## config.mk

```make
export PLATFORM = sky130hd
export DESIGN_NAME = rvfi_tracer
export DESIGN_NICKNAME = d
export VERILOG_FILES = /design/src/rtl/rvfi_trace_pkg.sv /design/src/rtl/rvfi_issue_capture.sv /design/src/rtl/rvfi_sb_mem.sv /design/src/rtl/rvfi_commit_pack.sv /design/src/rtl/rvfi_tracer.sv
export SDC_FILE = /design/constraint.sdc
export NUM_CORES = 2
export LEC_CHECK = 0
export BUFFER_PORTS_ARGS = -buffer_cell sky130_fd_sc_hd__buf_4
export CAP_MARGIN = 0
export CORE_ASPECT_RATIO = 0.7
export CORE_UTILIZATION = 38
export DETAILED_ROUTE_END_ITERATION = 7
export GPL_ROUTABILITY_DRIVEN = 1
export HOLD_SLACK_MARGIN = 0.1
export PLACE_DENSITY_LB_ADDON = 0.05
export SYNTH_ARGS = -nofsm -noshare
export SYNTH_HDL_FRONTEND = slang
export SYNTH_SLANG_ARGS = --single-unit
```

## constraint.sdc

```tcl
create_clock -name clk_i -period 7.45 [get_ports clk_i]
set_input_delay 2.235 -clock clk_i [delete_from_list [all_inputs] [get_ports clk_i]]
set_output_delay 2.235 -clock clk_i [all_outputs]
set_load 0.01 [all_outputs]
```

## src/rtl/rvfi_trace_pkg.sv

```systemverilog
/* RVFI tracer package
   Width constants, probe structs, scoreboard entry and trace record */

`default_nettype none

package rvfi_trace_pkg;

  // --------------------
  // Widths
  // --------------------
  localparam int unsigned XLEN          = 32;
  localparam int unsigned VLEN          = 32;     // Virtual address
  localparam int unsigned TRANS_ID_BITS = 3;      // Scoreboard index
  localparam int unsigned REG_ADDR_BITS = 5;
  localparam int unsigned BE_BITS       = XLEN / 8;

  // Environment call causes, still counted as retired
  localparam logic [XLEN-1:0] CAUSE_ECALL_U = XLEN'(8);
  localparam logic [XLEN-1:0] CAUSE_ECALL_S = XLEN'(9);
  localparam logic [XLEN-1:0] CAUSE_ECALL_M = XLEN'(11);

  typedef logic [1:0] priv_lvl_t;

  // --------------------
  // Pipeline probes
  // --------------------
  typedef struct packed {
    logic        valid;
    logic [31:0] instr;
    logic        is_compressed;
    logic        issue_ack;
    logic        flush;
  } fetch_probe_t;

  typedef struct packed {
    logic                     valid;
    logic                     ack;
    logic                     flush_unissued;
    logic [TRANS_ID_BITS-1:0] issue_pointer;
    logic [XLEN-1:0]          rs1_fwd;
    logic [XLEN-1:0]          rs2_fwd;
  } decode_probe_t;

  typedef struct packed {
    logic [VLEN-1:0]          vaddr;
    logic                     is_load;
    logic                     is_store;
    logic [BE_BITS-1:0]       be;
    logic [TRANS_ID_BITS-1:0] trans_id;
    logic [XLEN-1:0]          wdata;       // Store data
  } lsu_probe_t;

  // One commit port
  typedef struct packed {
    logic                     valid;
    logic                     ack;
    logic [TRANS_ID_BITS-1:0] pointer;
    logic [VLEN-1:0]          pc;
    logic [REG_ADDR_BITS-1:0] rs1;
    logic [REG_ADDR_BITS-1:0] rs2;
    logic [REG_ADDR_BITS-1:0] rd;
    logic [XLEN-1:0]          result;
    logic [XLEN-1:0]          wdata;
  } commit_probe_t;

  typedef struct packed {
    logic            valid;
    logic [XLEN-1:0] cause;
    priv_lvl_t       priv_lvl;
  } except_probe_t;

  // --------------------
  // Tracer state and output
  // --------------------
  typedef struct packed {
    logic [XLEN-1:0]    rs1_rdata;
    logic [XLEN-1:0]    rs2_rdata;
    logic [VLEN-1:0]    lsu_addr;
    logic [BE_BITS-1:0] lsu_rmask;
    logic [BE_BITS-1:0] lsu_wmask;
    logic [XLEN-1:0]    lsu_wdata;
    logic [31:0]        instr;
  } sb_entry_t;

  typedef struct packed {
    logic                     valid;
    logic [31:0]              insn;
    logic                     trap;
    logic [XLEN-1:0]          cause;
    priv_lvl_t                mode;
    logic [REG_ADDR_BITS-1:0] rs1_addr;
    logic [REG_ADDR_BITS-1:0] rs2_addr;
    logic [REG_ADDR_BITS-1:0] rd_addr;
    logic [XLEN-1:0]          rs1_rdata;
    logic [XLEN-1:0]          rs2_rdata;
    logic [XLEN-1:0]          rd_wdata;
    logic [VLEN-1:0]          pc_rdata;
    logic [VLEN-1:0]          mem_addr;
    logic [BE_BITS-1:0]       mem_rmask;
    logic [BE_BITS-1:0]       mem_wmask;
    logic [XLEN-1:0]          mem_wdata;
    logic [XLEN-1:0]          mem_rdata;
  } rvfi_instr_t;

endpackage

`default_nettype wire

```

## src/rtl/rvfi_issue_capture.sv

```systemverilog
/* Decode-stage instruction capture
   Holds the fetched instruction until decode takes it, compressed words zero-extended */

`timescale 1ns/1ps
`default_nettype none

module rvfi_issue_capture
  import rvfi_trace_pkg::*;
(
  input  logic         clk_i,
  input  logic         rst_ni,
  input  fetch_probe_t fetch_probe_i,
  output logic [31:0]  issue_instr_o
);

  logic        valid_q, valid_d;
  logic [31:0] instr_q, instr_d;
  logic        load;

  // Holder free or being drained this cycle
  assign load = fetch_probe_i.valid && (!valid_q || fetch_probe_i.issue_ack);

  // Upper half of a 16-bit instruction is meaningless
  assign instr_d = fetch_probe_i.is_compressed ? {16'b0, fetch_probe_i.instr[15:0]}
                                               : fetch_probe_i.instr;

  always_comb begin
    valid_d = valid_q;
    if (fetch_probe_i.issue_ack) valid_d = 1'b0;   // Taken by decode
    if (load)                    valid_d = 1'b1;
    if (fetch_probe_i.flush)     valid_d = 1'b0;   // Flush wins
  end

  always_ff @(posedge clk_i or negedge rst_ni) begin
    if (!rst_ni) begin
      valid_q <= 1'b0;
    end else begin
      valid_q <= valid_d;
    end
  end

  always_ff @(posedge clk_i) begin
    if (load) begin
      instr_q <= instr_d;
    end
  end

  assign issue_instr_o = instr_q;

  // --------------------
  // Checks
  // --------------------
  // A word with low bits 11 is a full-size encoding, fetch must not flag it compressed
  a_compressed_encoding : assert property (
    @(posedge clk_i) disable iff (!rst_ni)
    fetch_probe_i.valid && fetch_probe_i.is_compressed |-> fetch_probe_i.instr[1:0] != 2'b11
  );

endmodule

`default_nettype wire

```

## src/rtl/rvfi_sb_mem.sv

```systemverilog
/* Scoreboard side memory for the tracer
   Captures operands and instruction at issue and memory access info from the LSU */

`timescale 1ns/1ps
`default_nettype none

module rvfi_sb_mem
  import rvfi_trace_pkg::*;
#(
  parameter int unsigned NrSbEntries   = 8,
  parameter int unsigned NrCommitPorts = 2
) (
  input  logic                               clk_i,
  input  logic                               rst_ni,
  input  decode_probe_t                      decode_probe_i,
  input  logic          [31:0]               issue_instr_i,
  input  lsu_probe_t                         lsu_probe_i,
  input  commit_probe_t [NrCommitPorts-1:0]  commit_probe_i,
  output sb_entry_t     [NrCommitPorts-1:0]  entry_o
);

  sb_entry_t [NrSbEntries-1:0] mem_q, mem_d;

  logic               accept;
  logic [BE_BITS-1:0] lsu_rmask;
  logic [BE_BITS-1:0] lsu_wmask;
  logic               lsu_update;

  // --------------------
  // Write side
  // --------------------
  assign accept = decode_probe_i.valid && decode_probe_i.ack && !decode_probe_i.flush_unissued;

  assign lsu_rmask  = lsu_probe_i.is_load  ? lsu_probe_i.be : '0;
  assign lsu_wmask  = lsu_probe_i.is_store ? lsu_probe_i.be : '0;
  assign lsu_update = (lsu_rmask != '0) || (lsu_wmask != '0);

  always_comb begin
    mem_d = mem_q;

    // New transaction, memory fields start empty
    if (accept) begin
      mem_d[decode_probe_i.issue_pointer] = '{
        rs1_rdata: decode_probe_i.rs1_fwd,
        rs2_rdata: decode_probe_i.rs2_fwd,
        lsu_addr:  '0,
        lsu_rmask: '0,
        lsu_wmask: '0,
        lsu_wdata: '0,
        instr:     issue_instr_i
      };
    end

    // LSU comes second so it overrides a same-cycle issue write
    if (lsu_rmask != '0) begin
      mem_d[lsu_probe_i.trans_id].lsu_addr  = lsu_probe_i.vaddr;
      mem_d[lsu_probe_i.trans_id].lsu_rmask = lsu_rmask;
    end else if (lsu_wmask != '0) begin
      mem_d[lsu_probe_i.trans_id].lsu_addr  = lsu_probe_i.vaddr;
      mem_d[lsu_probe_i.trans_id].lsu_wmask = lsu_wmask;
      mem_d[lsu_probe_i.trans_id].lsu_wdata = lsu_probe_i.wdata;
    end
  end

  always_ff @(posedge clk_i or negedge rst_ni) begin
    if (!rst_ni) begin
      mem_q <= '0;
    end else begin
      mem_q <= mem_d;
    end
  end

  // --------------------
  // Read side
  // --------------------
  // One read per commit port at its commit pointer
  always_comb begin
    for (int i = 0; i < NrCommitPorts; i++) begin
      entry_o[i] = mem_q[commit_probe_i[i].pointer];
    end
  end

  // --------------------
  // Checks
  // --------------------
  a_issue_ptr_range : assert property (
    @(posedge clk_i) disable iff (!rst_ni)
    accept |-> decode_probe_i.issue_pointer < NrSbEntries
  );

  a_lsu_id_range : assert property (
    @(posedge clk_i) disable iff (!rst_ni)
    lsu_update |-> lsu_probe_i.trans_id < NrSbEntries
  );

  // LSU handles a single access kind per cycle
  a_lsu_kind_onehot : assert property (
    @(posedge clk_i) disable iff (!rst_ni)
    !(lsu_probe_i.is_load && lsu_probe_i.is_store)
  );

endmodule

`default_nettype wire

```

## src/rtl/rvfi_commit_pack.sv

```systemverilog
/* Commit packer for one port
   Builds the RVFI trace record from commit, exception and scoreboard data */

`timescale 1ns/1ps
`default_nettype none

module rvfi_commit_pack
  import rvfi_trace_pkg::*;
(
  input  commit_probe_t commit_probe_i,
  input  except_probe_t except_probe_i,
  input  sb_entry_t     entry_i,
  output rvfi_instr_t   rvfi_o
);

  logic trap;
  logic is_ecall;
  logic retired;

  // --------------------
  // Retirement
  // --------------------
  // Exception hits whatever this port commits
  assign trap = commit_probe_i.valid && except_probe_i.valid;

  assign is_ecall = (except_probe_i.cause == CAUSE_ECALL_U) ||
                    (except_probe_i.cause == CAUSE_ECALL_S) ||
                    (except_probe_i.cause == CAUSE_ECALL_M);

  // An ecall traps yet has done its work
  assign retired = (commit_probe_i.ack && !except_probe_i.valid) || (trap && is_ecall);

  // --------------------
  // Record
  // --------------------
  always_comb begin
    rvfi_o.valid     = retired;
    rvfi_o.insn      = entry_i.instr;
    rvfi_o.trap      = trap;
    rvfi_o.cause     = except_probe_i.cause;
    rvfi_o.mode      = except_probe_i.priv_lvl;

    // Register side
    rvfi_o.rs1_addr  = commit_probe_i.rs1;
    rvfi_o.rs2_addr  = commit_probe_i.rs2;
    rvfi_o.rd_addr   = commit_probe_i.rd;
    rvfi_o.rs1_rdata = entry_i.rs1_rdata;   // Operands as seen at issue
    rvfi_o.rs2_rdata = entry_i.rs2_rdata;
    rvfi_o.rd_wdata  = commit_probe_i.wdata;
    rvfi_o.pc_rdata  = commit_probe_i.pc;

    // Memory side
    rvfi_o.mem_addr  = entry_i.lsu_addr;
    rvfi_o.mem_rmask = entry_i.lsu_rmask;
    rvfi_o.mem_wmask = entry_i.lsu_wmask;
    rvfi_o.mem_wdata = entry_i.lsu_wdata;
    rvfi_o.mem_rdata = commit_probe_i.result;   // Load data is the FU result
  end

endmodule

`default_nettype wire

```

## src/rtl/rvfi_tracer.sv

```systemverilog
/* RVFI instruction tracer top level
   Passive observer turning pipeline probes into one trace record per commit port */

`timescale 1ns/1ps
`default_nettype none

module rvfi_tracer
  import rvfi_trace_pkg::*;
#(
  parameter int unsigned NrCommitPorts = 2,
  parameter int unsigned NrSbEntries   = 8
) (
  input  logic                              clk_i,
  input  logic                              rst_ni,
  input  fetch_probe_t                      fetch_probe_i,
  input  decode_probe_t                     decode_probe_i,
  input  lsu_probe_t                        lsu_probe_i,
  input  except_probe_t                     except_probe_i,
  input  commit_probe_t [NrCommitPorts-1:0] commit_probe_i,
  output rvfi_instr_t   [NrCommitPorts-1:0] rvfi_o
);

  logic      [31:0]              issue_instr;   // Word waiting for decode
  sb_entry_t [NrCommitPorts-1:0] sb_entry;

  // --------------------
  // Decode stage
  // --------------------
  rvfi_issue_capture u_issue_capture (
    .clk_i         (clk_i),
    .rst_ni        (rst_ni),
    .fetch_probe_i (fetch_probe_i),
    .issue_instr_o (issue_instr)
  );

  // --------------------
  // Issue stage
  // --------------------
  rvfi_sb_mem #(
    .NrSbEntries   (NrSbEntries),
    .NrCommitPorts (NrCommitPorts)
  ) u_sb_mem (
    .clk_i          (clk_i),
    .rst_ni         (rst_ni),
    .decode_probe_i (decode_probe_i),
    .issue_instr_i  (issue_instr),
    .lsu_probe_i    (lsu_probe_i),
    .commit_probe_i (commit_probe_i),
    .entry_o        (sb_entry)
  );

  // --------------------
  // Commit stage
  // --------------------
  for (genvar i = 0; i < NrCommitPorts; i++) begin : g_port
    rvfi_commit_pack u_commit_pack (
      .commit_probe_i (commit_probe_i[i]),
      .except_probe_i (except_probe_i),
      .entry_i        (sb_entry[i]),
      .rvfi_o         (rvfi_o[i])
    );
  end

endmodule

`default_nettype wire

```

==> results_dict.tcl <==
set metrics [dict create \
    setup_viol 0 \
    drt.antenna.violating_nets 0 \
    finClkSkew_ps 28.86 \
    pin_count 1078 \
    synth.distinct_cells 40 \
    drt-vias-per-instance 5.853 \
    switching_power_mw 6.955 \
    path_clk_slew_ps 60 \
    finalPower_mw 24.43 \
    p_seq_share_pct 41.4 \
    drv_cap 0 \
    cp_top_family "buffers and inverters" \
    pwr-share-clk_pct 34.4 \
    numCtsBuffers 164 \
    dr.max_layer_used "met5" \
    synth_ff_type "dfrtp_1" \
    status "completed" \
    grt_usage_pct 24.43 \
    area_growth_pct 14.06 \
    slowest_delay_ps 570 \
    hold_viol_final 0 \
    cp-start-kind "primary input" \
    final_cell_mix "dfrtp_1, mux2_2, buf_4, mux4_2, o21ai_0" \
    grt-ovfl-total 0 \
    clk_latency_ps 810 \
    synth_enable_flop_cells 32 \
    fin_crit_sh_pct 87.80 \
    dp_hpwl_um 148400 \
    cts_setup_buffers 0 \
    finalWeightedCongestion 0.8694 \
    cp_max_fo 37 \
    fin_tns_setup_ps 0 \
    powerDensity_nw_per_um2 279.6 \
    vias 48030 \
    yosysTopAreaCell "dfrtp_1" \
    path_class "in -> out" \
    met1_length_um 110400 \
    cts_hold_buf 0 \
    worstMarginPinSlew_ps 1118 \
    ys_seq_area_share_pct 45.19 \
    wl_met3_um 11800 \
    syn-num-nets 5705 \
    wl_met2_um 120700 \
    internal-power_mw 17.47 \
    layout_commonest_cell "dfrtp_1" \
    ir_worst_vdd_mv 0.1822 \
    swShare_pct 28.48 \
    rows 137 \
    core-area_sq_um 199700 \
    post_cts_resized 0 \
    report.final.slew_viol_count 0 \
    drt_iter0_drc 3087 \
    cp_data_required_time_ps 5220 \
    grt_pass1_wl_um 369800 \
    synth.ff_latch_count 1377 \
    p_leak_nw 40.09 \
    drtPass1Iterations 5 \
    clock_path_buffers 4 \
    endpoint_kind "primary output" \
    fmax_mhz 152.9 \
    p_comb_share_pct 24.2 \
    async_reset_ff_share_pct 97.68 \
    hold_path_class "reg -> reg" \
    rsz0062_at_grt "false" \
    yosysTopAreaCellShare_pct 43.94 \
    syn_inst 5257 \
    die_h_um 377.6 \
    path_cells "buf_8 > buf_4 > mux4_2 > mux2_2 > buf_4" \
    cts_tree "done" \
    wl_um 249800 \
    slew-limit-headroom_pct 25.28 \
    critPathBufInv 3 \
    antenna_found_initial 14 \
    drive_gt1_share_pct 51.23 \
    initial_core_util_pct 38.36 \
    drc_errors 0 \
    crit_arrival_ps 4310 \
    dieArea_sq_um 203400 \
    cts.sinks 1377 \
    synth_area_leaders "dfrtp_1, mux4_2, mux2_2, mux2i_1, o21ai_0" \
    grt_pass1_vias 50690 \
    fin_nets 5884 \
    ctsHtreeMaxLevel 4 \
    syn_avg_cell_area_sq_um 14.57 \
    cpMostUsedCell "buf_4" \
    layout_min_cycle_time_ps 6541 \
    numPortBuffers 627 \
    grt_max_degree 155 \
    fp.dieW_um 538.6 \
    syn_area_sq_um 76600 \
    root_buffer "clkbuf_16" \
    routedWlPerCell_um 30.44 \
    synth_warnings 0 \
    slowest_stage "mux4_2" \
]
==> layout make-up <==
type,count,area [sq um]
Sequential cell,1377,34620
Multi-Input combinational cell,3047,37000
Timing Repair Buffer,779,6676
Antenna cell,5,12.51
Tap cell,2641,3304
Clock buffer,230,4697
Clock inverter,61,804.5
Inverter,67,251.5
Fill cell,17940,112300
==> Yosys cell counts (17+ instances only) <==
cell / n
buf_4: 327
nand3_1: 34
inv_1: 67
buf_2: 122
clkbuf_1: 235
edfxtp_1: 32
mux4_2: 672
nor2b_1: 17
dfrtp_1: 1345
mux2_2: 1104
buf_6: 51
o21ai_0: 600
mux2i_1: 544
==> final timing paths <==
path                                                startpoint  slack [ps]  cells after the start                                          to
max                                        commit_probe_i[227]         910                      5                                 rvfi_o[627]
min                                                       flop         520                      1                                        flop
max in group asynchronous                               rst_ni        4220                      3              u_sb_mem.mem_q[1215]$_DFF_PN0_
max reg2reg                u_issue_capture.valid_q$_DFFE_PN0P_        5900                      2  u_issue_capture.issue_instr_o[1]$_DFFE_PP_
min reg2reg                                               flop         520                      1                                        flop
min in group asynchronous                               rst_ni        1300                      1                  asynchronous set/reset pin
==> per-layer routing <==
layer / GRT usage, % / vias to the layer above
met4: 7.069 / 2
met2: 39.76 / 1330
met1: 33.46 / 26170
li1: - / 20140
met3: 4.225 / 390
met5: 0.3070 / -
==> power by group through the flow <==
stage | logic (mW) | clock network (mW) | registers (mW)
final | 5.91 | 8.39 | 10.1
after global routing | 6.36 | 8.92 | 10.3
after CTS | 6.01 | 8.64 | 10.1
after detailed placement | 6.00 | 0 | 10.2
after global placement | 5.90 | 0 | 10.2
after floorplan | 4.05 | 0 | 9.81
==> cells by family after synthesis <==
kind of cell | count (synthesis) | share of synthesized area, %
muxes | 2320 | 43.10
DFF | 1377 | 45.19
buffers and inverters | 833 | 6.678
AOI/OAI and AO/OA | 608 | 4.005
and+or+nand+nor | 119 | 1.026
==> stage by stage <==
step	instance area (sq um)	hold slack (ps)	std cells	setup WS (ps)	util [%]
2_1_floorplan	76600	472.0	5257	1419	-
3_3_place_gp	81850	501.9	7911	835.2	40.99
3_5_place_dp	81850	511.6	7911	851.6	40.99
4_1_cts	87350	524.5	8202	846.1	43.74
5_1_grt	87370	535.5	8207	744.8	43.75
6_report	87370	518.2	8207	908.7	43.75
==> worst register-to-register path, delay by kind of cell, from the launching register on <==
family | cells | cell delay (ps)
DFF | 1 | 410
AOI/OAI and AO/OA | 1 | 120
buffers and inverters | 1 | 570
Power figures use the tool's default switching activity.
